[config.mk]
export PLATFORM = sky130hd
export DESIGN_NAME = rv_credit_ctrl
export DESIGN_NICKNAME = d
export VERILOG_FILES = /design/src/rtl/rv_credit_ctrl.sv
export SDC_FILE = /design/constraint.sdc
export NUM_CORES = 1
export LEC_CHECK = 0
export BUFFER_PORTS_ARGS = -buffer_cell sky130_fd_sc_hd__buf_2
export CORE_AREA = 2 2 39 41
export DETAILED_ROUTE_END_ITERATION = 8
export DIE_AREA = 0 0 41 43
export PLACE_DENSITY = 0.34
export RECOVER_POWER = 50
export REMOVE_ABC_BUFFERS = 1
export SLEW_MARGIN = 20
export SYNTH_ARGS = -nofsm -noshare
export SYNTH_HDL_FRONTEND = slang
export SYNTH_SLANG_ARGS = --single-unit
[constraint.sdc]
create_clock -name clk -period 1.5 [get_ports clk]
set_clock_uncertainty 0.2 [all_clocks]
set_input_delay 0.075 -clock clk [delete_from_list [all_inputs] [get_ports clk]]
set_output_delay 0.075 -clock clk [all_outputs]
set_load 0.05 [all_outputs]
[src/rtl/rv_credit_ctrl.sv]
`timescale 1ns/10ps
`default_nettype none

module rv_credit_ctrl #(
    parameter int OUT_CREDITS = 4
) (
    input  logic clk,
    input  logic rst_n,
    input  logic mem_valid,
    input  logic out_valid,
    input  logic out_credit,
    output logic stall
);

    localparam int CW = $clog2(OUT_CREDITS + 1);

    logic [CW-1:0] count;
    logic [CW-1:0] credits_free;

    // Consumer credits currently held, never above OUT_CREDITS
    always_ff @(posedge clk) begin
        if (!rst_n) begin
            count <= CW'(OUT_CREDITS);
        end else begin
            case ({out_valid, out_credit})
                2'b10:   count <= count - 1'b1;
                2'b01:   count <= count + 1'b1;
                default: count <= count;
            endcase
        end
    end

    // A result on the port this cycle has already spent its credit
    assign credits_free = count - CW'(out_valid);

    // Hold the memory stage only when it has something to send
    assign stall = mem_valid && (credits_free == '0);

endmodule

`default_nettype wire

# Word-level counts from Yosys, hierarchy flattened
# Cells that the tools add are included.
# Widths: inputs -> output; s select.
dict set report totals {
  wordCells 10
  register_bits 3
  output_inout_bits 1
  inputBits 5
}
dict set report op_classes {
  reduce_logical 3
  n_mux 1
  addsub 3
  n_eq_ne 2
}
# cell count
set op_table {}
lappend op_table {{$pmux 3 s2} 1}
lappend op_table {{$add 3x1->3 const B} 1}
lappend op_table {{$logic_not 3->1} 1}
lappend op_table {{$sub 3x1->3} 1}
lappend op_table {{$sub 3x1->3 const B} 1}
lappend op_table {{$eq 2x1->1 const B} 1}
lappend op_table {{$eq 2x2->1 const B} 1}
lappend op_table {{$reduce_bool 2->1} 1}
lappend op_table {{$logic_and 1x1->1} 1}

# Logic depth before layout (Yosys ltp)
dict set report logic_depth {
  word_depth 3
  mapped_depth 7
  depth_no_buf 7
}

# Worst setup path after synthesis
# No wires, ideal clock.
dict set report synth_timing {
  path_type {reg2out}
  startpoint {reg count[0]}
  endpoint {out stall}
  setup_slack_ns -0.590
  arrival_ns 1.815
  path_stages_with_launch 5
  required_ns 1.225
  n_path_buf 0
  cell_sequence {dfxtp_1 > inv_1 > ha_1 > xor2_1 > nor3_1}
}
dict set report synth_via {
  elab_chain_cells 3
}
# item line_no
set synth_lines {}
lappend synth_lines {{start: declaration} 17} ;# logic [CW-1:0] count;
lappend synth_lines {{start signal: assignment} 23} ;# count <= CW'(OUT_CREDITS);
lappend synth_lines {{start signal: assignment} 26} ;# 2'b10: count <= count - 1'b1;
lappend synth_lines {{start signal: assignment} 27} ;# 2'b01: count <= count + 1'b1;
lappend synth_lines {{$sub 3x1->3} 34} ;# assign credits_free = count - CW'(out_valid);
lappend synth_lines {{$logic_not 3->1} 37} ;# assign stall = mem_valid && (credits_free == '0);
lappend synth_lines {{$logic_and 1x1->1} 37}
lappend synth_lines {{end: declaration} 12} ;# output logic stall
# Every way passes these cells.

# Worst setup path after layout
# Same ends and word-level chain as after synthesis.

==> flow_metrics.env <==
export IMPL_status="finished, violations left"
export IMPL_violations="negative setup slack"
export IMPL_fin_crit_ns=1.56
export IMPL_fin_ws_ns=-0.0635
export IMPL_cap_violations=0
export IMPL_min_period_over_period=1.04
export IMPL_chipWidth_um=41
export IMPL_seq_area_frac_synth=0.316
export IMPL_slew_violations=0
export IMPL_netlist_top_cells_count="3 x dfxtp_1, 3 x inv_1, 2 x ha_1, 2 x xor2_1"
export IMPL_finish_instance_area_sq_um=337
export IMPL_drive_above_1_share=0.529
export IMPL_crit_type="flip-flop to primary output"
export IMPL_hold_class="primary input to flip-flop"
export IMPL_path_clk_slew_ns=0.04
export IMPL_end_kind="primary output"
export IMPL_synth_edff_count=0
export IMPL_largest_register="count"
export IMPL_fmax_mhz=640
export IMPL_track_usage=0.0724
export IMPL_wire_per_inst_um=8.56
export IMPL_p_leak_uw=0.000150
export IMPL_vias=181
export IMPL_yosys_warnings=0
export IMPL_start_util=0.137
export IMPL_first_global_vias=192
export IMPL_vdd_drop_max_mv=0.636
export IMPL_powerDensity_nw_per_um2=1140
export IMPL_antenna_found_initial=0
export IMPL_htreeDepth=1
export IMPL_clock_sinks=3
export IMPL_synth_seq_cells=3
export IMPL_die_area_sq_um=1760
export IMPL_synthDistinctLibCells=14
export IMPL_min_from="out_credit"
export IMPL_antenna_cells=0
export IMPL_finish_utilization=0.243
export IMPL_port_buffers=5
export IMPL_reg_top3="count: 3 flops"
export IMPL_yosys_area_top_type="dfxtp_1"
export IMPL_largest_reg_flops=3
export IMPL_tightest_slew_ns=0.166
export IMPL_routabilityCongestion=0.636
export IMPL_drc=0
export IMPL_grt_pass1_wl_um=786
export IMPL_synthCells=20
export IMPL_post_cts_buffers=0
export IMPL_drtPass1Iterations=1
export IMPL_viasPerCell=3.62
export IMPL_grt_overflow=0
export IMPL_hpwl_um=277
export IMPL_area_growth_pct=77.0
export IMPL_crit_arrival_ns=1.29
export IMPL_fin_total_pwr_uw=385
export IMPL_drt_iter0_drc=0
export IMPL_yosysTopAreaCellShare=0.316
export IMPL_synthTopCellsByArea="dfxtp_1 32%, ha_1 13%, fa_1 11%, xor2_1 9.2%, inv_1 5.9%"
export IMPL_reg2reg_from="count[0]$_SDFFE_PN0P_"
export IMPL_worstPathRequired_ns=1.22
export IMPL_avgSynthCellArea_sq_um=9.51
export IMPL_clk_latency_ns=0.23
export IMPL_nets=43
export IMPL_synthFlopType="dfxtp_1"
export IMPL_cts_tree="built"
export IMPL_core_area_sq_um=1380
export IMPL_nFillCells=149
export IMPL_setup_tns_ns=-0.0635
export IMPL_fp_row_count=14
export IMPL_cp_max_fo=3
export IMPL_rsz0062_at_grt="true"
export IMPL_startpoint="count[0]$_SDFFE_PN0P_"
export IMPL_cts_root_buffer="clkbuf_4"
export IMPL_cts_buffers_inserted=3
export IMPL_syn_area_sq_um=190
export IMPL_die_y_um=43
export IMPL_hold_violations=0
export IMPL_wl_um=428
export IMPL_start_kind="flip-flop"
export IMPL_setup_violations=1
export IMPL_cts_buffer_depth=2
export IMPL_hold_ws_ns=0.130
export IMPL_slew_headroom=0.889
export IMPL_dpl_cell_area_sq_um=265
export IMPL_grt_max_degree=5
export IMPL_floorplan_io_pins=6
export IMPL_ant_nets=0
export IMPL_async_flop_share=0
through the flow:
stage | instances | setup slack [ns]
2_1_floorplan | 20 | -0.590
3_3_place_gp | 45 | -0.121
3_5_place_dp | 45 | -0.115
4_1_cts | 50 | -0.0585
5_1_grt | 50 | -0.108
6_report | 50 | -0.0635
area by class of cell:
class	instances	area, sq um	share of cell area
Clock buffer	4	26.3	0.0781
Inverter	3	13.8	0.0409
Multi-Input combinational cell	14	141	0.420
Sequential cell	3	63.8	0.190
Tap cell	16	20.0	0.0595
Timing Repair Buffer	10	71.3	0.212
critical path, cell delays in order, from the launching register on:
cell and delay, ns:
dfxtp_4 0.37, inv_4 0.04, ha_4 0.25, nand2_2 0.04, nor3_2 0.18, buf_6 0.18
where the power goes:
part | total, uW | internal [uW] | switching (uW)
clock | 141 | 99.7 | 41.8
sequential | 112 | 96.6 | 15.8
combinational | 131 | 70.5 | 61.0
cell usage in the layout (no fill, tap or decap), types with 2 or more instances in the layout:
master,instances
buf_2,4
dfxtp_1,2
buf_4,4
inv_1,2
clkbuf_4,3
xor2_1,2
final timing paths:
path / endpoint / slack [ns] / cells after the start
max: stall / -0.06 / 5
min: count[2]$_SDFFE_PN1P_ / 0.13 / 4
max reg2reg: count[2]$_SDFFE_PN1P_ / 0.02 / 4
min reg2reg: count[2]$_SDFFE_PN1P_ / 0.32 / 2
cells by family after synthesis:
logic type      count (synthesis)  share of synthesized area
compound gates                  1                     0.0263
xor+xnor                        3                      0.138
fa+ha+maj                       3                      0.237
buf+inv                         3                     0.0592
flops                           3                      0.316
mux                             1                     0.0526
simple gates                    6                      0.171
metal layers:
| metal | wire length (um) | track usage |
|---|---|---|
| met1 | 187 | 0.0874 |
| met2 | 186 | 0.0844 |
| met3 | 55 | 0.0628 |
| met4 | 0 | 0.0400 |
| met5 | 0 | 0 |
timing repair:
action	in CTS	in global routing
setup endpoints to repair	2	2
pin swaps	3	0
hold endpoints to repair	3	0
hold buffers	1	0
gates resized for setup	10	0
Power figures use the tool's default switching activity.
