**src/rtl/rv_isa_pkg.sv**
```systemverilog
`default_nettype none

package rv_isa_pkg;

    // Data path width, the pipeline records are built on this
    localparam int XLEN = 32;

    typedef logic [XLEN-1:0] xlen_t;
    typedef logic [4:0]      reg_idx_t;
    typedef logic [2:0]      funct3_t;

    // Load funct3 codes, bit 2 selects zero extension
    localparam funct3_t F3_LB  = 3'b000;
    localparam funct3_t F3_LH  = 3'b001;
    localparam funct3_t F3_LBU = 3'b100;
    localparam funct3_t F3_LHU = 3'b101;

    typedef enum logic [3:0] {
        ALU_ADD,
        ALU_SUB,
        ALU_AND,
        ALU_OR,
        ALU_XOR,
        ALU_SLT,
        ALU_SLTU,
        ALU_SLL,
        ALU_SRL,
        ALU_SRA
    } alu_op_e;

    typedef enum logic [1:0] {
        OP_ALU,
        OP_LOAD,
        OP_STORE
    } op_kind_e;

    // Encoded as the low two bits of the load and store funct3
    typedef enum logic [1:0] {
        SZ_BYTE = 2'b00,
        SZ_HALF = 2'b01,
        SZ_WORD = 2'b10
    } mem_size_e;

endpackage

`default_nettype wire
```
**src/rtl/rv_pipe_pkg.sv**
```systemverilog
`default_nettype none

package rv_pipe_pkg;

    import rv_isa_pkg::*;

    // Decoded operation with its register operands already read
    typedef struct packed {
        op_kind_e  kind;
        alu_op_e   alu_op;
        logic      use_imm;
        mem_size_e mem_size;
        logic      load_unsigned;
        reg_idx_t  rd;
        xlen_t     rs1_data;
        xlen_t     rs2_data;
        xlen_t     imm;
    } ex_op_t;

    // Execute result heading to the memory stage
    typedef struct packed {
        logic      reg_write;
        logic      mem_read;
        logic      mem_write;
        mem_size_e mem_size;
        logic      load_unsigned;
        reg_idx_t  rd;
        // ALU value, or effective address for loads and stores
        xlen_t     alu_result;
        // Store data
        xlen_t     rs2_data;
    } ex_mem_t;

    // Writeback record on the result port
    typedef struct packed {
        logic     reg_write;
        reg_idx_t rd;
        xlen_t    data;
    } wb_t;

endpackage

`default_nettype wire

```
**src/rtl/rv_exec_stage.sv**
```systemverilog
`timescale 1ns/10ps
`default_nettype none

module rv_exec_stage
    import rv_isa_pkg::*, rv_pipe_pkg::*;
(
    input  logic    clk,
    input  logic    rst_n,
    input  logic    stall,
    input  logic    in_valid,
    input  ex_op_t  in_op,
    output logic    in_credit,
    output logic    ex_valid,
    output ex_mem_t ex_mem
);

    logic   slot_valid;
    ex_op_t slot_op;

    xlen_t      operand_b;
    logic [4:0] shamt;
    xlen_t      alu_result;
    xlen_t      eff_addr;

    // Single-entry input slot, upstream only sends while holding the credit
    always_ff @(posedge clk) begin
        if (!rst_n) begin
            slot_valid <= 1'b0;
            in_credit  <= 1'b0;
        end else begin
            // The credit goes back once the slot hands its operation on
            in_credit <= slot_valid && !stall;
            if (slot_valid && !stall) begin
                slot_valid <= 1'b0;
            end
            if (in_valid) begin
                slot_valid <= 1'b1;
            end
        end
    end

    always_ff @(posedge clk) begin
        if (in_valid) begin
            slot_op <= in_op;
        end
    end

    // ALU
    always_comb begin
        operand_b = slot_op.use_imm ? slot_op.imm : slot_op.rs2_data;
        shamt     = operand_b[4:0];
        case (slot_op.alu_op)
            ALU_ADD:  alu_result = slot_op.rs1_data + operand_b;
            ALU_SUB:  alu_result = slot_op.rs1_data - operand_b;
            ALU_AND:  alu_result = slot_op.rs1_data & operand_b;
            ALU_OR:   alu_result = slot_op.rs1_data | operand_b;
            ALU_XOR:  alu_result = slot_op.rs1_data ^ operand_b;
            ALU_SLT: begin
                alu_result = {{(XLEN-1){1'b0}},
                              $signed(slot_op.rs1_data) < $signed(operand_b)};
            end
            ALU_SLTU: begin
                alu_result = {{(XLEN-1){1'b0}}, slot_op.rs1_data < operand_b};
            end
            ALU_SLL:  alu_result = slot_op.rs1_data << shamt;
            ALU_SRL:  alu_result = slot_op.rs1_data >> shamt;
            ALU_SRA:  alu_result = $signed(slot_op.rs1_data) >>> shamt;
            default:  alu_result = '0;
        endcase
    end

    // Loads and stores always address as rs1 + imm
    assign eff_addr = slot_op.rs1_data + slot_op.imm;

    always_comb begin
        ex_mem.reg_write     = slot_op.kind != OP_STORE;
        ex_mem.mem_read      = slot_op.kind == OP_LOAD;
        ex_mem.mem_write     = slot_op.kind == OP_STORE;
        ex_mem.mem_size      = slot_op.mem_size;
        ex_mem.load_unsigned = slot_op.load_unsigned;
        ex_mem.rd            = slot_op.rd;
        ex_mem.alu_result    = (slot_op.kind == OP_ALU) ? alu_result : eff_addr;
        ex_mem.rs2_data      = slot_op.rs2_data;
    end

    assign ex_valid = slot_valid;

endmodule

`default_nettype wire

```
**config.mk**
```make
export PLATFORM = sky130hd
export DESIGN_NAME = rv_exec_stage
export DESIGN_NICKNAME = d
export VERILOG_FILES = /design/src/rtl/rv_isa_pkg.sv /design/src/rtl/rv_pipe_pkg.sv /design/src/rtl/rv_exec_stage.sv
export SDC_FILE = /design/constraint.sdc
export NUM_CORES = 1
export LEC_CHECK = 0
export ABC_AREA = 1
export BUFFER_PORTS_ARGS = -buffer_cell sky130_fd_sc_hd__buf_2
export CORE_UTILIZATION = 55
export DETAILED_ROUTE_END_ITERATION = 16
export GPL_TIMING_DRIVEN = 0
export HOLD_SLACK_MARGIN = 0.12
export PLACE_DENSITY = 0.83
export SYNTH_ARGS = -nofsm -noshare
export SYNTH_HDL_FRONTEND = slang
export SYNTH_SLANG_ARGS = --single-unit
```
**constraint.sdc**
```tcl
create_clock -name clk -period 2.8 [get_ports clk]
set_clock_uncertainty 0.1 [all_clocks]
set_input_delay 0.28 -clock clk [delete_from_list [all_inputs] [get_ports clk]]
set_output_delay 0.28 -clock clk [all_outputs]
set_load 0.1 [all_outputs]
```
==> impl_metrics.env, run 1 <==
export IMPL_port_buffers=191
export IMPL_dp_hpwl_mm=66.4
export IMPL_synthTopCellsByArea="edfxtp_1 (20%), nand2_1 (18%), nand3_1 (16%)"
export IMPL_ys_types=47
export IMPL_synth_nets=3009
export IMPL_netlist_top_cell_by_area="edfxtp_1"
export IMPL_grt_use_total_pct=78.0
export IMPL_failing_step="global routing (5_1_grt)"
export IMPL_yosysWarnings=0
export IMPL_netlist_area_leader_share_pct=20.2
export IMPL_syn_area_um2=16500
export IMPL_num_io_pins=192
export IMPL_status="aborted with a tool error"
export IMPL_clock_sinks=113
export IMPL_cts_buffers=17
export IMPL_ys_seq_elements=113
export IMPL_place_congestion=1.23
export IMPL_h_tree_depth=4
export IMPL_overflow=138
export IMPL_grt_pass1_wl_mm=178
export IMPL_die_w_um=175
export IMPL_start_util_pct=55.8
export IMPL_syn_area_per_cell_um2=5.97
export IMPL_grt_max_degree=80
export IMPL_dp_cells=3342
export IMPL_root_buffer="clkbuf_16"
export IMPL_grt_pass1_vias=26500
export IMPL_row_count=63
export IMPL_error="[ERROR GRT-0116] Global routing finished with congestion. Check the congestion regions in the DRC Viewer."
export IMPL_syn_inst=2760
export IMPL_die_y_um=175
export IMPL_cts_buffer_depth=2
export IMPL_yosysSeqAreaShare_pct=20.5
[metrics by stage]
stage | setup WS (ns) | hold WS (ns) | instance area (um^2)
2_1_floorplan | -0.242 | 0.252 | 17600
3_3_place_gp | -1.61 | 0.334 | 19100
3_5_place_dp | -1.69 | 0.352 | 19100
4_1_cts | -1.13 | 0.230 | 23300
[Yosys cell counts, drive strengths merged]
master,number
a211oi,1
a21boi,3
a21o,6
a21oi,142
a221oi,4
a31oi,5
and2,5
and3,1
buf,113
clkbuf,33
clkinv,2
dfxtp,2
edfxtp,111
fa,3
ha,131
inv,329
nand2,812
nand3,537
nand3b,8
nand4,31
nor2,209
nor3,26
nor4,4
o2111ai,1
o211ai,4
o21a,5
o21ai,133
o21bai,21
o221ai,3
o22ai,23
or2,44
xnor2,1
xor2,7
[what timing repair did]
| action | CTS |
|---|---|
| endpoints found under the setup margin | 32 |
| hold buffers | 114 |
| cloned | 3 |
| buffers inserted | 57 |
| pin swaps | 119 |
| hold endpoints to repair | 113 |
| resized for setup | 527 |
[routing by layer]
| metal | global-route usage [%] | overflow |
|---|---|---|
| met1 | 80.7 | 1 |
| met2 | 93.0 | 75 |
| met3 | 64.3 | 1 |
| met4 | 70.7 | 61 |
| met5 | 33.8 | 0 |
[kinds of logic after synthesis]
family          count (synthesis)  synth area share (%)
fa+ha+maj                     134                  10.3
compound gates                351                  11.7
simple gates                 1677                  44.4
xor+xnor                        8                 0.425
flops                         113                  20.5
buf+inv                       477                  12.7
==> run 2, diff against run 1 <==
--- a/config.mk
+++ b/config.mk
@@ -7,11 +7,10 @@
 export LEC_CHECK = 0
 export ABC_AREA = 1
 export BUFFER_PORTS_ARGS = -buffer_cell sky130_fd_sc_hd__buf_2
-export CORE_UTILIZATION = 55
+export CORE_UTILIZATION = 40
 export DETAILED_ROUTE_END_ITERATION = 16
 export GPL_TIMING_DRIVEN = 0
-export HOLD_SLACK_MARGIN = 0.12
-export PLACE_DENSITY = 0.83
+export PLACE_DENSITY_LB_ADDON = 0.15
 export SYNTH_ARGS = -nofsm -noshare
 export SYNTH_HDL_FRONTEND = slang
 export SYNTH_SLANG_ARGS = --single-unit
==> constraint.sdc (replaced) <==
create_clock -name clk -period 3.6 [get_ports clk]
set_clock_uncertainty 0.1 [all_clocks]
set_input_delay 0.36 -clock clk [delete_from_list [all_inputs] [get_ports clk]]
set_output_delay 0.36 -clock clk [all_outputs]
set_load 0.1 [all_outputs]
==> impl_metrics.env, run 2 <==
export IMPL_synthFlopType="edfxtp_1"
export IMPL_timing_fmax_ghz=0.242
export IMPL_r2r_cells=2
export IMPL_tritoncts="done"
export IMPL_cts_buffer_depth=2
export IMPL_worstPathMaxFanout=10
export IMPL_tightest_slew_ns=1.10
export IMPL_r2r_slack_ns=2.91
export IMPL_worst_ep_required_time_ns=3.14
export IMPL_fin_total_pwr_uw=10400
export IMPL_dpl_instance_area_um2=18200
export IMPL_hold_viol_final=0
export IMPL_netlist_area_leader_share_pct=20.2
export IMPL_syn_area_um2=16500
export IMPL_status="finished with violations"
export IMPL_rsz0062_at_grt="yes"
export IMPL_drt_wl_total_mm=95.7
export IMPL_via_per_inst=6.04
export IMPL_synth_edff_count=111
export IMPL_regToRegEndpoint="in_credit$_SDFF_PN0_"
export IMPL_largest_reg_flops=71
export IMPL_hp_start="in_op[49]"
export IMPL_maxCapViolCount=0
export IMPL_synth_most_common_cell="nand2_1"
export IMPL_syn_area_per_cell_um2=5.97
export IMPL_die_y_um=205
export IMPL_clk_pin_slew_ns=0.06
export IMPL_syn2layout_area_growth_pct=41.7
export IMPL_firstDrtPassIters=9
export IMPL_overflow=0
export IMPL_finalHoldWorstSlack_ns=0.0159
export IMPL_async_flop_share_pct=0
export IMPL_final_layout_size_suffix_gt1_share_pct=29.9
export IMPL_ys_types=47
export IMPL_worstSetupPathType="reg2out"
export IMPL_syn_inst=2760
export IMPL_slew_violations=0
export IMPL_synth_nets=3009
export IMPL_root_buffer="clkbuf_16"
export IMPL_met2_usage_pct=66.6
export IMPL_worstPathArrival_ns=3.67
export IMPL_grt_busiest_layer="met2"
export IMPL_grt_pass1_wl_mm=136
export IMPL_r2r_start="ex_valid$_SDFFE_PN0P_"
export IMPL_finish_instance_area_um2=23400
export IMPL_dp_hpwl_mm=72.8
export IMPL_netlist_top_cell_by_area="edfxtp_1"
export IMPL_antenna_left=0
export IMPL_p_leak_uw=0.0112
export IMPL_die_w_um=205
export IMPL_grt_use_total_pct=44.6
export IMPL_dp_cells=3477
export IMPL_clock_sinks=113
export IMPL_clk_insertion_delay_late_ns=0.43
export IMPL_final_cells=3670
export IMPL_vias=22200
export IMPL_ys_seq_elements=113
export IMPL_endpoint_kind="output port"
export IMPL_drcViolationCount=0
export IMPL_vdd_drop_max_uv=587
export IMPL_whs_path_depth=1
export IMPL_start_util_pct=41.0
export IMPL_place_congestion=1.11
export IMPL_yosysWarnings=0
export IMPL_n_antenna_cell=0
export IMPL_finish_utilization_pct=58.1
export IMPL_largest_register="slot_op"
export IMPL_mostFrequentLayoutCells="nand2_1 (643), nand3_1 (505), inv_1 (286)"
export IMPL_failed_checks="setup timing"
export IMPL_whs_endpoint="ex_mem[17]$_DFFE_PP_"
export IMPL_use_met3_pct=10.8
export IMPL_antenna_found_initial=2
export IMPL_final_nets=3381
export IMPL_yosysSeqAreaShare_pct=20.5
export IMPL_period_share_pct=115
export IMPL_row_count=73
export IMPL_mostFrequentLayoutCell="nand2_1"
export IMPL_synthTopCellsByCount="nand2_1 (804), nand3_1 (537), inv_1 (320)"
export IMPL_p_per_area_nw_per_um2=445
export IMPL_cp_start_kind="flip-flop"
export IMPL_setup_viol=32
export IMPL_drtIter0Drc=2997
export IMPL_grt_pass1_vias=20900
export IMPL_cts_buffers=17
export IMPL_met1_usage_pct=59.3
export IMPL_relSlewSlack_pct=26.6
export IMPL_die_area_um2=42000
export IMPL_port_buffers=191
export IMPL_core_area_um2=40200
export IMPL_wl_per_cell_um=26.1
export IMPL_num_io_pins=192
export IMPL_grt_max_degree=70
export IMPL_period_needed_ns=4.13
export IMPL_synthTopCellsByArea="edfxtp_1 (20%), nand2_1 (18%), nand3_1 (16%)"
export IMPL_h_tree_depth=4
export IMPL_fin_ws_ns=-0.534
export IMPL_min_path_type="in2reg"
[run 2: worst max path at each step]
stage                     depth (start not counted)  slack [ns]         end              startpoint
after floorplan                                  19        0.01  ex_mem[56]  slot_op[104]$_DFFE_PP_
after global placement                           19       -1.55  ex_mem[51]  slot_op[104]$_DFFE_PP_
after detailed placement                         18       -1.61  ex_mem[43]  slot_op[104]$_DFFE_PP_
after CTS                                        19       -0.44  ex_mem[61]  slot_op[104]$_DFFE_PP_
after global routing                             25       -0.67  ex_mem[49]  slot_op[104]$_DFFE_PP_
final                                            21       -0.53  ex_mem[45]  slot_op[104]$_DFFE_PP_
[run 2: worst max-delay path, cell delays in order (launching register included)]
cell and delay, ns:
edfxtp_1 0.38, buf_6 0.16, inv_8 0.10, buf_12 0.14, clkbuf_16 0.16, or2_4 0.12
o21ai_4 0.05, buf_12 0.15, ha_4 0.27, buf_8 0.13, inv_2 0.07, a21oi_4 0.23
nand2_2 0.11, nand2_2 0.09, nand3_4 0.13, o21ai_1 0.17, a21oi_1 0.07, nor2_2 0.25
nand2_2 0.12, nand2_2 0.10, nand2_2 0.06, buf_12 0.16
[run 2: power breakdown]
group	switching (uW)	total [uW]	internal (uW)	leakage, uW
clock network	695	1720	1020	0.000279
logic	4740	6950	2210	0.00979
registers	154	1720	1570	0.00110
[run 2: per-layer routing]
layer  vias to the layer above  share of wire, %
met3                       275                13
met5                         -             0.014
li1                       9870                 -
met2                      1521                41
met1                     10500                40
met4                         2               6.2
[run 2: layout make-up]
cell class / instances / area, um^2
Buffer: 132 / 1110
Clock buffer: 17 / 425
Clock inverter: 15 / 160
Fill cell: 3806 / 16800
Inverter: 331 / 1280
Multi-Input combinational cell: 2170 / 13300
Sequential cell: 113 / 3370
Tap cell: 525 / 657
Timing Repair Buffer: 367 / 3050
[run 2: logic make-up after synthesis]
kind of cell | synth area share [%]
simple gates | 44.4
buf+inv | 12.7
compound gates | 11.7
fa+ha+maj | 10.3
flops | 20.5
xor+xnor | 0.425
[run 2: stage by stage]
stage | setup TNS, ns | setup slack [ns]
after floorplan | 0 | 0.0135
after CTS | -11.84 | -0.440
final | -14.55 | -0.534
after detailed placement | -39.91 | -1.61
after global routing | -17.47 | -0.673
after global placement | -38.06 | -1.55
[run 2: repair_timing]
action,4_1_cts,5_1_grt
gates cloned,6,0
endpoints found under the hold margin,87,0
hold buffers,87,0
pin swaps,137,81
setup buffers,62,20
setup endpoints to repair,32,32
gates resized for setup,678,176
Note: power is estimated with default switching activity, not from simulation.
