## src/rtl/rv_isa_pkg.sv

```systemverilog
`default_nettype none

package rv_isa_pkg;

    // Data path width, the pipeline records are built on this
    localparam int XLEN = 32;

    typedef logic [XLEN-1:0] xlen_t;
    typedef logic [4:0]      reg_idx_t;
    typedef logic [2:0]      funct3_t;

    // Load funct3 codes, bit 2 selects zero extension
    localparam funct3_t F3_LB  = 3'b000;
    localparam funct3_t F3_LH  = 3'b001;
    localparam funct3_t F3_LBU = 3'b100;
    localparam funct3_t F3_LHU = 3'b101;

    typedef enum logic [3:0] {
        ALU_ADD,
        ALU_SUB,
        ALU_AND,
        ALU_OR,
        ALU_XOR,
        ALU_SLT,
        ALU_SLTU,
        ALU_SLL,
        ALU_SRL,
        ALU_SRA
    } alu_op_e;

    typedef enum logic [1:0] {
        OP_ALU,
        OP_LOAD,
        OP_STORE
    } op_kind_e;

    // Encoded as the low two bits of the load and store funct3
    typedef enum logic [1:0] {
        SZ_BYTE = 2'b00,
        SZ_HALF = 2'b01,
        SZ_WORD = 2'b10
    } mem_size_e;

endpackage

`default_nettype wire
```

## src/rtl/rv_pipe_pkg.sv

```systemverilog
`default_nettype none

package rv_pipe_pkg;

    import rv_isa_pkg::*;

    // Decoded operation with its register operands already read
    typedef struct packed {
        op_kind_e  kind;
        alu_op_e   alu_op;
        logic      use_imm;
        mem_size_e mem_size;
        logic      load_unsigned;
        reg_idx_t  rd;
        xlen_t     rs1_data;
        xlen_t     rs2_data;
        xlen_t     imm;
    } ex_op_t;

    // Execute result heading to the memory stage
    typedef struct packed {
        logic      reg_write;
        logic      mem_read;
        logic      mem_write;
        mem_size_e mem_size;
        logic      load_unsigned;
        reg_idx_t  rd;
        // ALU value, or effective address for loads and stores
        xlen_t     alu_result;
        // Store data
        xlen_t     rs2_data;
    } ex_mem_t;

    // Writeback record on the result port
    typedef struct packed {
        logic     reg_write;
        reg_idx_t rd;
        xlen_t    data;
    } wb_t;

endpackage

`default_nettype wire

```

## src/rtl/rv_reg_ex_mem.sv

```systemverilog
`timescale 1ns/10ps
`default_nettype none

module rv_reg_ex_mem
    import rv_pipe_pkg::*;
#(
    parameter int PIPELINED = 1
) (
    input  logic    clk,
    input  logic    rst_n,
    input  logic    stall,
    input  logic    valid_ex,
    input  ex_mem_t ex_mem_ex,
    output logic    valid_mem,
    output ex_mem_t ex_mem_mem
);

    if (PIPELINED != 0) begin : g_registered
        // Valid bit is the only control state here
        always_ff @(posedge clk) begin
            if (!rst_n) begin
                valid_mem <= 1'b0;
            end else if (!stall) begin
                valid_mem <= valid_ex;
            end
        end

        // Record contents follow the valid bit and hold under stall
        always_ff @(posedge clk) begin
            if (!stall) begin
                ex_mem_mem <= ex_mem_ex;
            end
        end
    end else begin : g_passthrough
        // Stage removed, execute feeds memory in the same cycle
        assign valid_mem  = valid_ex;
        assign ex_mem_mem = ex_mem_ex;
    end

endmodule

`default_nettype wire

```

## config.mk

```make
export PLATFORM = sky130hd
export DESIGN_NAME = rv_reg_ex_mem
export DESIGN_NICKNAME = d
export VERILOG_FILES = /design/src/rtl/rv_isa_pkg.sv /design/src/rtl/rv_pipe_pkg.sv /design/src/rtl/rv_reg_ex_mem.sv
export SDC_FILE = /design/constraint.sdc
export NUM_CORES = 1
export LEC_CHECK = 0
export ABC_CLOCK_PERIOD_IN_PS = 2700
export BUFFER_PORTS_ARGS = -buffer_cell sky130_fd_sc_hd__buf_2
export CORE_MARGIN = 1
export CORE_UTILIZATION = 25
export CTS_CLUSTER_DIAMETER = 100
export CTS_CLUSTER_SIZE = 20
export DETAILED_ROUTE_END_ITERATION = 12
export PLACE_DENSITY_LB_ADDON = 0.1
export SLEW_MARGIN = 20
export SYNTH_ARGS = -nofsm -noshare
export SYNTH_HDL_FRONTEND = slang
export SYNTH_SLANG_ARGS = --single-unit
```

## constraint.sdc

```tcl
create_clock -name clk -period 2.7 [get_ports clk]
set_input_delay 0.54 -clock clk [delete_from_list [all_inputs] [get_ports clk]]
set_output_delay 0.54 -clock clk [all_outputs]
set_load 0.02 [all_outputs]
```

## Word level (Yosys, flattened, before mapping)

Cells that the tools add are included.

- Register bits: 76
- Input bits: 79
- Output and inout port bits: 76
- Logic and storage cells: 9

## Depth between registers and ports, before layout

Gate-level depths: netlist (run 1).

- Word-level depth: 0
- Gate-level depth with buffers: 2
- Gate-level depth less buffers: 2

## Worst setup path after synthesis (run 1)

Ideal clock, no wire load.

- Kind: input to register
- Start: input stall
- End: register ex_mem_mem[0] (netlist bit), enable pin
- Library setup time: 0.429 ns
- Data arrival time: 1.994 ns
- Data required time: 2.271 ns
- Setup slack: 0.278 ns
- Cell stages on the path: 1
- Path buffers: 0
- Cells stage by stage: inv_1

RTL lines:

| element | line | RTL |
|---|---|---|
| start, declared | rv_reg_ex_mem.sv:11 | `input logic stall,` |
| end signal, assigned | rv_reg_ex_mem.sv:31 | `ex_mem_mem <= ex_mem_ex;` |
| end, declared | rv_reg_ex_mem.sv:15 | `output ex_mem_t ex_mem_mem` |

No word-level cell between the ends.

## Worst setup path after layout (run 1)

- Start: register ex_mem_mem[29] (netlist bit)
- End: output ex_mem_mem[29] (netlist bit)

No word-level cell between the ends.

==> results of run 1 <==
-- Yosys cell counts --
| cell type | instances | area, um^2 |
|---|---|---|
| edfxtp_1 | 75 | 2252 |
| dfxtp_1 | 1 | 20.02 |
| nor2b_1 | 1 | 6.260 |
| mux2i_1 | 1 | 10.01 |
| inv_1 | 1 | 3.750 |
-- path summary, 6_finish.rpt --
check,from,to,slack [ps],depth (start not counted)
setup reg to reg,valid_mem,valid_mem,2110,2
hold reg to reg,valid_mem,valid_mem,530,2
hold / removal,ex_mem_ex[23],ex_mem_mem[23],380,1
setup / recovery,ex_mem_mem[29],ex_mem_mem[29],1280,1
-- final cells by class --
class,instances,area [um^2],share of cell area
clock inverter,5,53.80,0.01585
sequential,76,2272,0.6694
tap,108,135.1,0.03981
inverter,1,3.754,0.001106
clock buffer,10,127.6,0.03760
multi-input combinational,2,16.27,0.004792
timing repair buffer,156,785.8,0.2315
-- metrics by stage --
stage | util | setup WS (ps) | instance area (um^2) | std cells
floorplan | - | 277.7 | 2292 | 79
global placement | 0.3649 | 1123 | 3213 | 343
detailed placement | 0.3649 | 1131 | 3213 | 343
CTS | 0.3855 | 1246 | 3395 | 358
global route | 0.3855 | 1220 | 3395 | 358
finish | 0.3855 | 1281 | 3395 | 358
-- logic make-up after synthesis --
| logic type | after synthesis | synth area share |
|---|---|---|
| and+or+nand+nor | 1 | 0.002731 |
| muxes | 1 | 0.004367 |
| DFF | 76 | 0.9913 |
| buffers and inverters | 1 | 0.001636 |
-- routing by layer --
layer,track usage,part of all wire,vias to the layer above
met5,0,0,-
met4,0.05944,0.014,0
met3,0.05870,0.16,8
met2,0.1446,0.42,108
met1,0.1144,0.41,614
li1,-,-,651
-- report_power, final --
part | internal [uW] | leakage [uW] | switching, uW | total (uW)
Clock | 417 | 0.0000858 | 383 | 801
Sequential | 1400 | 0.000742 | 19.3 | 1420
Combinational | 101 | 0.000629 | 186 | 287
-- registers in the layout, summed over array words and instances (netlist names) --
register,count
ex_mem_mem,75
valid_mem,1
==> results.md, run 1 <==
- Post-Syn Area: 2292 um^2
- Placement row count: 34
- Port bufs: 154
- Largest net degree at the start of global routing: 45
- Failing checks: design-rule violations
- Share of the cycle needed by the critical path after routing: 0.5254
- Grt ovf: 0
- Worst-skew pair later-pin latency: 330 ps
- Inserted Clock Buffers: 9
- Resize count post-CTS: 0
- Antenna violations before repair: 0
- Worst EP required: 2160 ps
- F_max: 705.0 MHz
- Worst hold path class: in -> reg
- Synth Instances: 79
- TNS Setup: 0 ps
- Pwr per Cell Area: 738.0 nW/um^2
- Post-CTS Hold Fix Bufs: 0
- Filler cells: 850
- Avg Cell Area, Syn: 29.02 um^2
- CTS max path bufs: 2
- Type of the worst setup path: reg -> out
- DIE HEIGHT: 97.76 um
- Yosys cell types: 5
- Final Max Tran Viols: 0
- Sequential area share after synthesis: 0.9913
- Crit path max-delay family: flip-flops
- Layout net count: 325
- Final Wtd Congestion: 0.5965
- Final Setup Violations: 0
- CP bufs+invs: 1
- Clock Skews: 0 ps
- Peak supply drop: 0.0002822 V
- Power Total: 2505 uW
- Crit-path max FO: 1
- Run status: finished, violations left
- CP max stage delay: 380 ps
- Setup bufs post-CTS: 0
- MaxCap Viol Count: 0
- Initial Utilization: 0.2603
- First-pass GRT wire length: 7051 um
- Share of layout cells above drive strength 1: 0.6800
- Ports: 155
- CTS tree: yes
- Worst-path clk slew: 80 ps
- Post-Syn Nets: 158
- Final ANT Viol Nets: 0
- Number of remaining DRC errors: 26
- DR vias/cell: 3.858
- Hold Vio Cnt, Final: 0
- Drt first-iter violations: 65
- Tmin final: 1419 ps
- Diodes inserted: 0
- Slew @ Worst Pin: 536.3 ps
- #FFs+latches synth: 76
- Area Overhead vs Synth: 48.09%
- Leakage Power: 0.001457 uW
- Smallest hold slack: 375.1 ps
- Detailed-route via count: 1381
- Die ar.: 9556 um^2
- Synth warn: 0
- Clk root buf: clkbuf_8
- Critical Path Start Type: flip-flop
- Commonest cells after routing, fill and taps aside: 154 x buf_2, 75 x edfxtp_1, 9 x clkbuf_8, 2 x clkinvlp_4, 2 x buf_4
- Endpoint class of the critical path: output pin
- Overall routing resource usage: 0.1000
- Slew margin rel.: 0.6425
- WL per Instance: 13.08 um
- TritonRoute pass-1 iters: 8
- Critical-path top delay cell: edfxtp_1
- Unrepaired setup endpoints after global routing: no
- Standard cell core area: 8806 um^2
- Number of global-route vias before repair: 1470
- Commonest non-fill, non-tap cell in the layout: buf_2
- Clock sinks: 76
- Final wirelength: 4683 um
- H-tree depth: 3
- Crit path DAT: 880 ps
- Worst-path cell chain: buf_2
- Die Wd: 97.76 um
No activity file was read; power rests on OpenSTA's default activity.
==> run 2, diff against run 1 <==
--- a/config.mk
+++ b/config.mk
@@ -5,7 +5,8 @@
 export SDC_FILE = /design/constraint.sdc
 export NUM_CORES = 1
 export LEC_CHECK = 0
-export ABC_CLOCK_PERIOD_IN_PS = 2700
+export ABC_AREA = 1
+export ABC_CLOCK_PERIOD_IN_PS = 1300
 export BUFFER_PORTS_ARGS = -buffer_cell sky130_fd_sc_hd__buf_2
 export CORE_MARGIN = 1
 export CORE_UTILIZATION = 25
==> constraint.sdc (replaced) <==
create_clock -name clk -period 1.3 [get_ports clk]
set_input_delay 0.26 -clock clk [delete_from_list [all_inputs] [get_ports clk]]
set_output_delay 0.26 -clock clk [all_outputs]
set_load 0.02 [all_outputs]
==> run 2 against run 1 <==
Compared with the run above: the run still ends with design-rule violations left; routed wire length is 1.6% higher; sequential share of layout area fell by 1.1 points; synthesized area is 0.22% higher; register-to-register slack worse by 1400 ps; via count rose by 0.14%; clock skew unchanged.
==> results.md, run 2 <==
- Post-synth EDFFs: 75
- Die ar.: 9577 um^2
- Critical Path Start Type: flip-flop
- Post-Syn Area: 2297 um^2
- Largest net degree at the start of global routing: 41
- WL per Instance: 13.18 um
- Port bufs: 154
- Power Total: 5415 uW
- Initial Utilization: 0.2609
- Critical-path top delay cell: edfxtp_1
- Grt ovf: 0
- Hold Vio Cnt, Final: 0
- Diodes inserted: 0
- Final ANT Viol Nets: 0
- Clk root buf: clkbuf_8
- Yosys cell types: 6
- TritonRoute pass-1 iters: 7
- MaxCap Viol Count: 0
- Worst-path clk slew: 80 ps
- Tmin final: 1153 ps
- Overall routing resource usage: 0.1008
- Setup bufs post-CTS: 0
- Area Overhead vs Synth: 50.22%
- Sw Share: 0.2290
- Synth Instances: 82
- CTS max path bufs: 2
- Standard cell core area: 8806 um^2
- Post-Synth Adder-Cell Area: 0
- Clock Power Share: 0.343
- Filler cells: 854
- Post-CTS Hold Fix Bufs: 0
- Sequential area share after synthesis: 0.9891
- DR vias/cell: 3.831
- Post-synth ARST share: 0
- Slew margin rel.: 0.8532
- Crit path DAT: 890 ps
- Smallest hold slack: 91.59 ps
- Largest area contributor in the synthesized netlist: edfxtp_1
- Final Setup Violations: 0
- Avg Cell Area, Syn: 28.01 um^2
- Share of layout cells above drive strength 1: 0.6759
- DIE HEIGHT: 97.86 um
- Slew @ Worst Pin: 220.1 ps
- Switching pwr: 1240 uW
- Crit path max-delay family: flip-flops
- Main synth FF type: edfxtp_1
- Clock Skews: 0 ps
- Detailed-route via count: 1383
- #FFs+latches synth: 76
- Die Wd: 97.86 um
- Simple-Gate Fraction of Synth Area: 0.007625
- Commonest cells after routing, fill and taps aside: 154 x buf_2, 75 x edfxtp_1, 9 x clkbuf_8
- Commonest cells post-synth: 75 x edfxtp_1, 2 x inv_1, 2 x nand2_1
- Inserted Clock Buffers: 9
- Mux contribution to synthesized area: 0
- Peak supply drop: 0.0006837 V
- F_max: 867.1 MHz
- Clock sinks: 76
- Layout net count: 328
- Final wirelength: 4758 um
- Unrepaired setup endpoints after global routing: no
- Commonest non-fill, non-tap cell in the layout: buf_2
- Placement Cell Area: 3247 um^2
- Failing checks: design-rule violations
- Synth warn: 0
- Type of the worst setup path: reg -> out
- Crit-path max FO: 1
- Fin area: 3451 um^2
- H-tree depth: 3
- Pwr per Cell Area: 1569 nW/um^2
- Post-Syn Nets: 161
- Number of remaining DRC errors: 24
- Worst-skew pair later-pin latency: 330 ps
- Max reg flops: 75
- Pint: 4174 uW
- Antenna violations before repair: 0
- Flop pwr share: 0.544
- Worst hold path class: in -> reg
- CP max stage delay: 390 ps
- Area share of xor/xnor cells in the synthesized design: 0
- Number of global-route vias before repair: 1425
- First-pass GRT wire length: 6962 um
- Placement row count: 34
- Largest family of logic cells by synthesized area: simple AND/OR/NAND/NOR gates
- Share of the cycle needed by the critical path after routing: 0.8871
- Register with the most flip-flops: ex_mem_mem
- Post-synth top area share: 0.9804
- Final Wtd Congestion: 0.6421
- Run status: finished, violations left
- Synth area leaders: edfxtp_1 98%, dfxtp_1 0.87%, inv_1 0.33%, nand2_1 0.33%, nor2_2 0.27%
- Drt first-iter violations: 36
- Leakage Power: 0.001481 uW
- Combinational power share: 0.113
- Worst-path cell chain: buf_2
- Final Max Tran Viols: 0
- Most frequent cell after synthesis: edfxtp_1
- Ports: 155
- CTS tree: yes
- Resize count post-CTS: 0
- Endpoint class of the critical path: output pin
- Worst EP required: 1040 ps
- CP bufs+invs: 1
- Compound-Gate Fraction of Synth Area: 0
- Fin util: 0.3919
- TNS Setup: 0 ps
- Top Registers: ex_mem_mem: 75 flops, valid_mem: 1 flops
run 2: logic make-up after synthesis:
logic type | Yosys count
buf+inv | 2
flops | 76
simple gates | 4
run 2: power by group through the flow:
stage	Sequential [uW]	Combinational, uW	Clock, uW
3_5_place_dp	3000	621	0
3_3_place_gp	3000	620	0
5_1_grt	2970	647	2000
2_1_floorplan	3270	37.3	0
6_report	2940	611	1860
4_1_cts	2950	622	1940
run 2: final timing paths:
kind                    end  slack (ps)  depth (start not counted)           start
max          ex_mem_mem[37]         150                          1  ex_mem_mem[37]
min          ex_mem_mem[43]          90                          1   ex_mem_ex[43]
max reg2reg       valid_mem         720                          4       valid_mem
min reg2reg       valid_mem         520                          4       valid_mem
run 2: final cells by class:
cell class	instances	area [um^2]	share of cell area
clock inverter	6	80.08	0.02321
multi-input combinational	4	17.52	0.005076
tap	108	135.1	0.03916
sequential	76	2272	0.6584
inverter	2	11.26	0.003263
timing repair buffer	156	810.8	0.2350
clock buffer	9	123.9	0.03590
run 2: layer usage:
| metal | global-route usage | up-vias | part of all wire |
|---|---|---|---|
| met2 | 0.1371 | 105 | 0.42 |
| met5 | 0 | - | 0 |
| met1 | 0.1161 | 613 | 0.40 |
| met3 | 0.06657 | 8 | 0.16 |
| li1 | - | 657 | - |
| met4 | 0.06294 | 0 | 0.018 |
run 2: worst register-to-register path, stage by stage, from the launching register on:
cell	delay, ps
dfxtp_1	310
inv_1	40
nand2_1	40
nand2_1	60
nor2_2	30
run 2: metrics by stage:
step | instances | setup WS, ps
floorplan | 82 | -397.9
global placement | 346 | 234.3
detailed placement | 346 | 231.6
CTS | 361 | 123.1
global route | 361 | 102.3
finish | 361 | 146.8
==> run 3, diff against run 2 <==
--- a/config.mk
+++ b/config.mk
@@ -9,11 +9,13 @@
 export ABC_CLOCK_PERIOD_IN_PS = 1300
 export BUFFER_PORTS_ARGS = -buffer_cell sky130_fd_sc_hd__buf_2
 export CORE_MARGIN = 1
-export CORE_UTILIZATION = 25
+export CORE_UTILIZATION = 37
 export CTS_CLUSTER_DIAMETER = 100
 export CTS_CLUSTER_SIZE = 20
 export DETAILED_ROUTE_END_ITERATION = 12
+export MAX_ROUTING_LAYER = met4
 export PLACE_DENSITY_LB_ADDON = 0.1
+export SKIP_LAST_GASP = 1
 export SLEW_MARGIN = 20
 export SYNTH_ARGS = -nofsm -noshare
 export SYNTH_HDL_FRONTEND = slang
==> run 3 against run 2 <==
Compared with the run above: the run now ends clean; sequential share of layout area grew 0.29 points; final cell count shrank 8.9%; worst hold slack gained 5.1 ps; core utilization grew 19 points; clock power grew 9%; via count grew 1.6%; setup slack gained 15 ps; sequential power is essentially flat; global-route usage grew 3.8 points; die area shrank 32%; critical path type unchanged; largest power group unchanged.
==> results.md, run 3 (synthesis results as in run 2) <==
- Grt ovf: 0
- Setup crit end: ex_mem_mem[34]
- Leakage Power: 0.001496 uW
- Pwr per Cell Area: 1624 nW/um^2
- Share of layout cells above drive strength 1: 0.6732
- CP max stage delay: 380 ps
- Setup bufs post-CTS: 0
- Layout net count: 328
- Final ANT Viol Nets: 0
- Flop pwr share: 0.527
- Drt first-iter violations: 69
- CTS tree: yes
- Diodes inserted: 0
- TNS Setup: 0 ps
- Commonest cells after routing, fill and taps aside: 154 x buf_2, 75 x edfxtp_1, 9 x clkbuf_8, 3 x bufinv_16
- Ports: 155
- Worst-path cell chain: buf_2
- Number of remaining DRC errors: 0
- Critical-path top delay cell: edfxtp_1
- Slew margin rel.: 0.8440
- WL per Instance: 13.30 um
- Crit path DAT: 880 ps
- Resize count post-CTS: 0
- Sw Share: 0.2148
- Final Wtd Congestion: 0.7000
- Endpoint class of the critical path: output pin
- Unrepaired setup endpoints after global routing: no
- Hold Vio Cnt, Final: 0
- Placement Cell Area: 3206 um^2
- R2R Path End: valid_mem
- Setup Slack @ Placement: 217.3 ps
- Slew @ Worst Pin: 234.0 ps
- Antenna violations before repair: 0
- Final wirelength: 4376 um
- Worst-case reg-to-reg path depth: 4
- Number of global-route vias before repair: 1349
- Placement row count: 28
- Max reg flops: 75
- Reg2Reg Setup Slack: 710 ps
- Clock sinks: 76
- Area Overhead vs Synth: 49.56%
- DR vias/cell: 4.271
- Filler cells: 529
- Register with the most flip-flops: ex_mem_mem
- Peak supply drop: 0.0009340 V
- First-pass GRT wire length: 5996 um
- Commonest non-fill, non-tap cell in the layout: buf_2
- Worst-path clk slew: 70 ps
- Final Max Tran Viols: 0
- Critical Path Start Type: flip-flop
- Fin area: 3436 um^2
- Switching pwr: 1198 uW
- MaxCap Viol Count: 0
- Top Registers: ex_mem_mem: 75 flops, valid_mem: 1 flops
- Initial Utilization: 0.3857
- Hold_sp: ex_mem_ex[33]
- Inserted Clock Buffers: 9
- Combinational power share: 0.109
- Worst hold path class: in -> reg
- Detailed-route via count: 1405
- Clock Skews: 0 ps
- Crit-path max FO: 1
- Tmin final: 1138 ps
- CTS max path bufs: 2
- Clk root buf: clkbuf_8
- Post-CTS Hold Fix Bufs: 0
- H-tree depth: 3
- Final worst slack: 162.0 ps
- Pint: 4381 uW
- Final Setup Violations: 0
- DIE HEIGHT: 80.80 um
- Overall routing resource usage: 0.1386
- F_max: 878.8 MHz
- RR Startpoint: valid_mem
- Die Wd: 80.80 um
- CP bufs+invs: 1
- Type of the worst setup path: reg -> out
- Crit path max-delay family: flip-flops
- Largest net degree at the start of global routing: 46
- Run status: finished, final reports clean
- Port bufs: 154
- Clock Power Share: 0.364
- Worst EP required: 1040 ps
- Crit path depth: 1
- Share of the cycle needed by the critical path after routing: 0.8754
- Standard cell core area: 5956 um^2
- Die ar.: 6528 um^2
- TritonRoute pass-1 iters: 4
- Power Total: 5579 uW
- Worst setup startpoint: ex_mem_mem[34]
- Worst-skew pair later-pin latency: 330 ps
run 3: cell types whose count changed in the layout (fill, tap and decap cells not counted):
cell	delta
clkbuf_1	+1
bufinv_16	+1
clkinvlp_4	-1
run 3: power by group through the flow:
stage	clock [uW]	sequential, uW	combinational, uW
floorplan	0	3270	37.3
global placement	0	2990	611
detailed placement	0	3000	614
CTS	2090	2940	614
global route	2180	2960	646
finish	2030	2940	606
run 3: cell type report:
class | instances | area [um^2] | share of cell area
Clock buffer | 10 | 127.6 | 0.03714
Clock inverter | 6 | 102.6 | 0.02986
Inverter | 2 | 11.26 | 0.003277
Multi-Input combinational cell | 4 | 17.52 | 0.005098
Sequential cell | 76 | 2272 | 0.6613
Tap cell | 75 | 93.84 | 0.02731
Timing Repair Buffer | 156 | 810.8 | 0.2360
run 3: how the worst min path moves through the flow:
stage,end,slack (ps),cells past startpoint
2_1_floorplan,ex_mem_mem[0],360,0
6_report,ex_mem_mem[33],100,1
3_5_place_dp,ex_mem_mem[36],440,1
5_1_grt,ex_mem_mem[73],80,1
3_3_place_gp,ex_mem_mem[36],440,1
4_1_cts,ex_mem_mem[73],80,1
run 3: per-layer routing:
layer | vias up | global-route usage | share of wire
met2 | 93 | 0.2025 | 0.49
met3 | 17 | 0.04719 | 0.11
met5 | - | - | 0
li1 | 659 | - | -
met4 | 0 | 0.1214 | 0.042
met1 | 636 | 0.1506 | 0.37
run 3: per-stage QoR:
step,util,hold WS [ps],instances
2_1_floorplan,-,358.9,82
3_3_place_gp,0.5382,436.7,313
3_5_place_dp,0.5382,438.1,313
4_1_cts,0.5769,77.18,329
5_1_grt,0.5769,76.85,329
6_report,0.5769,96.67,329
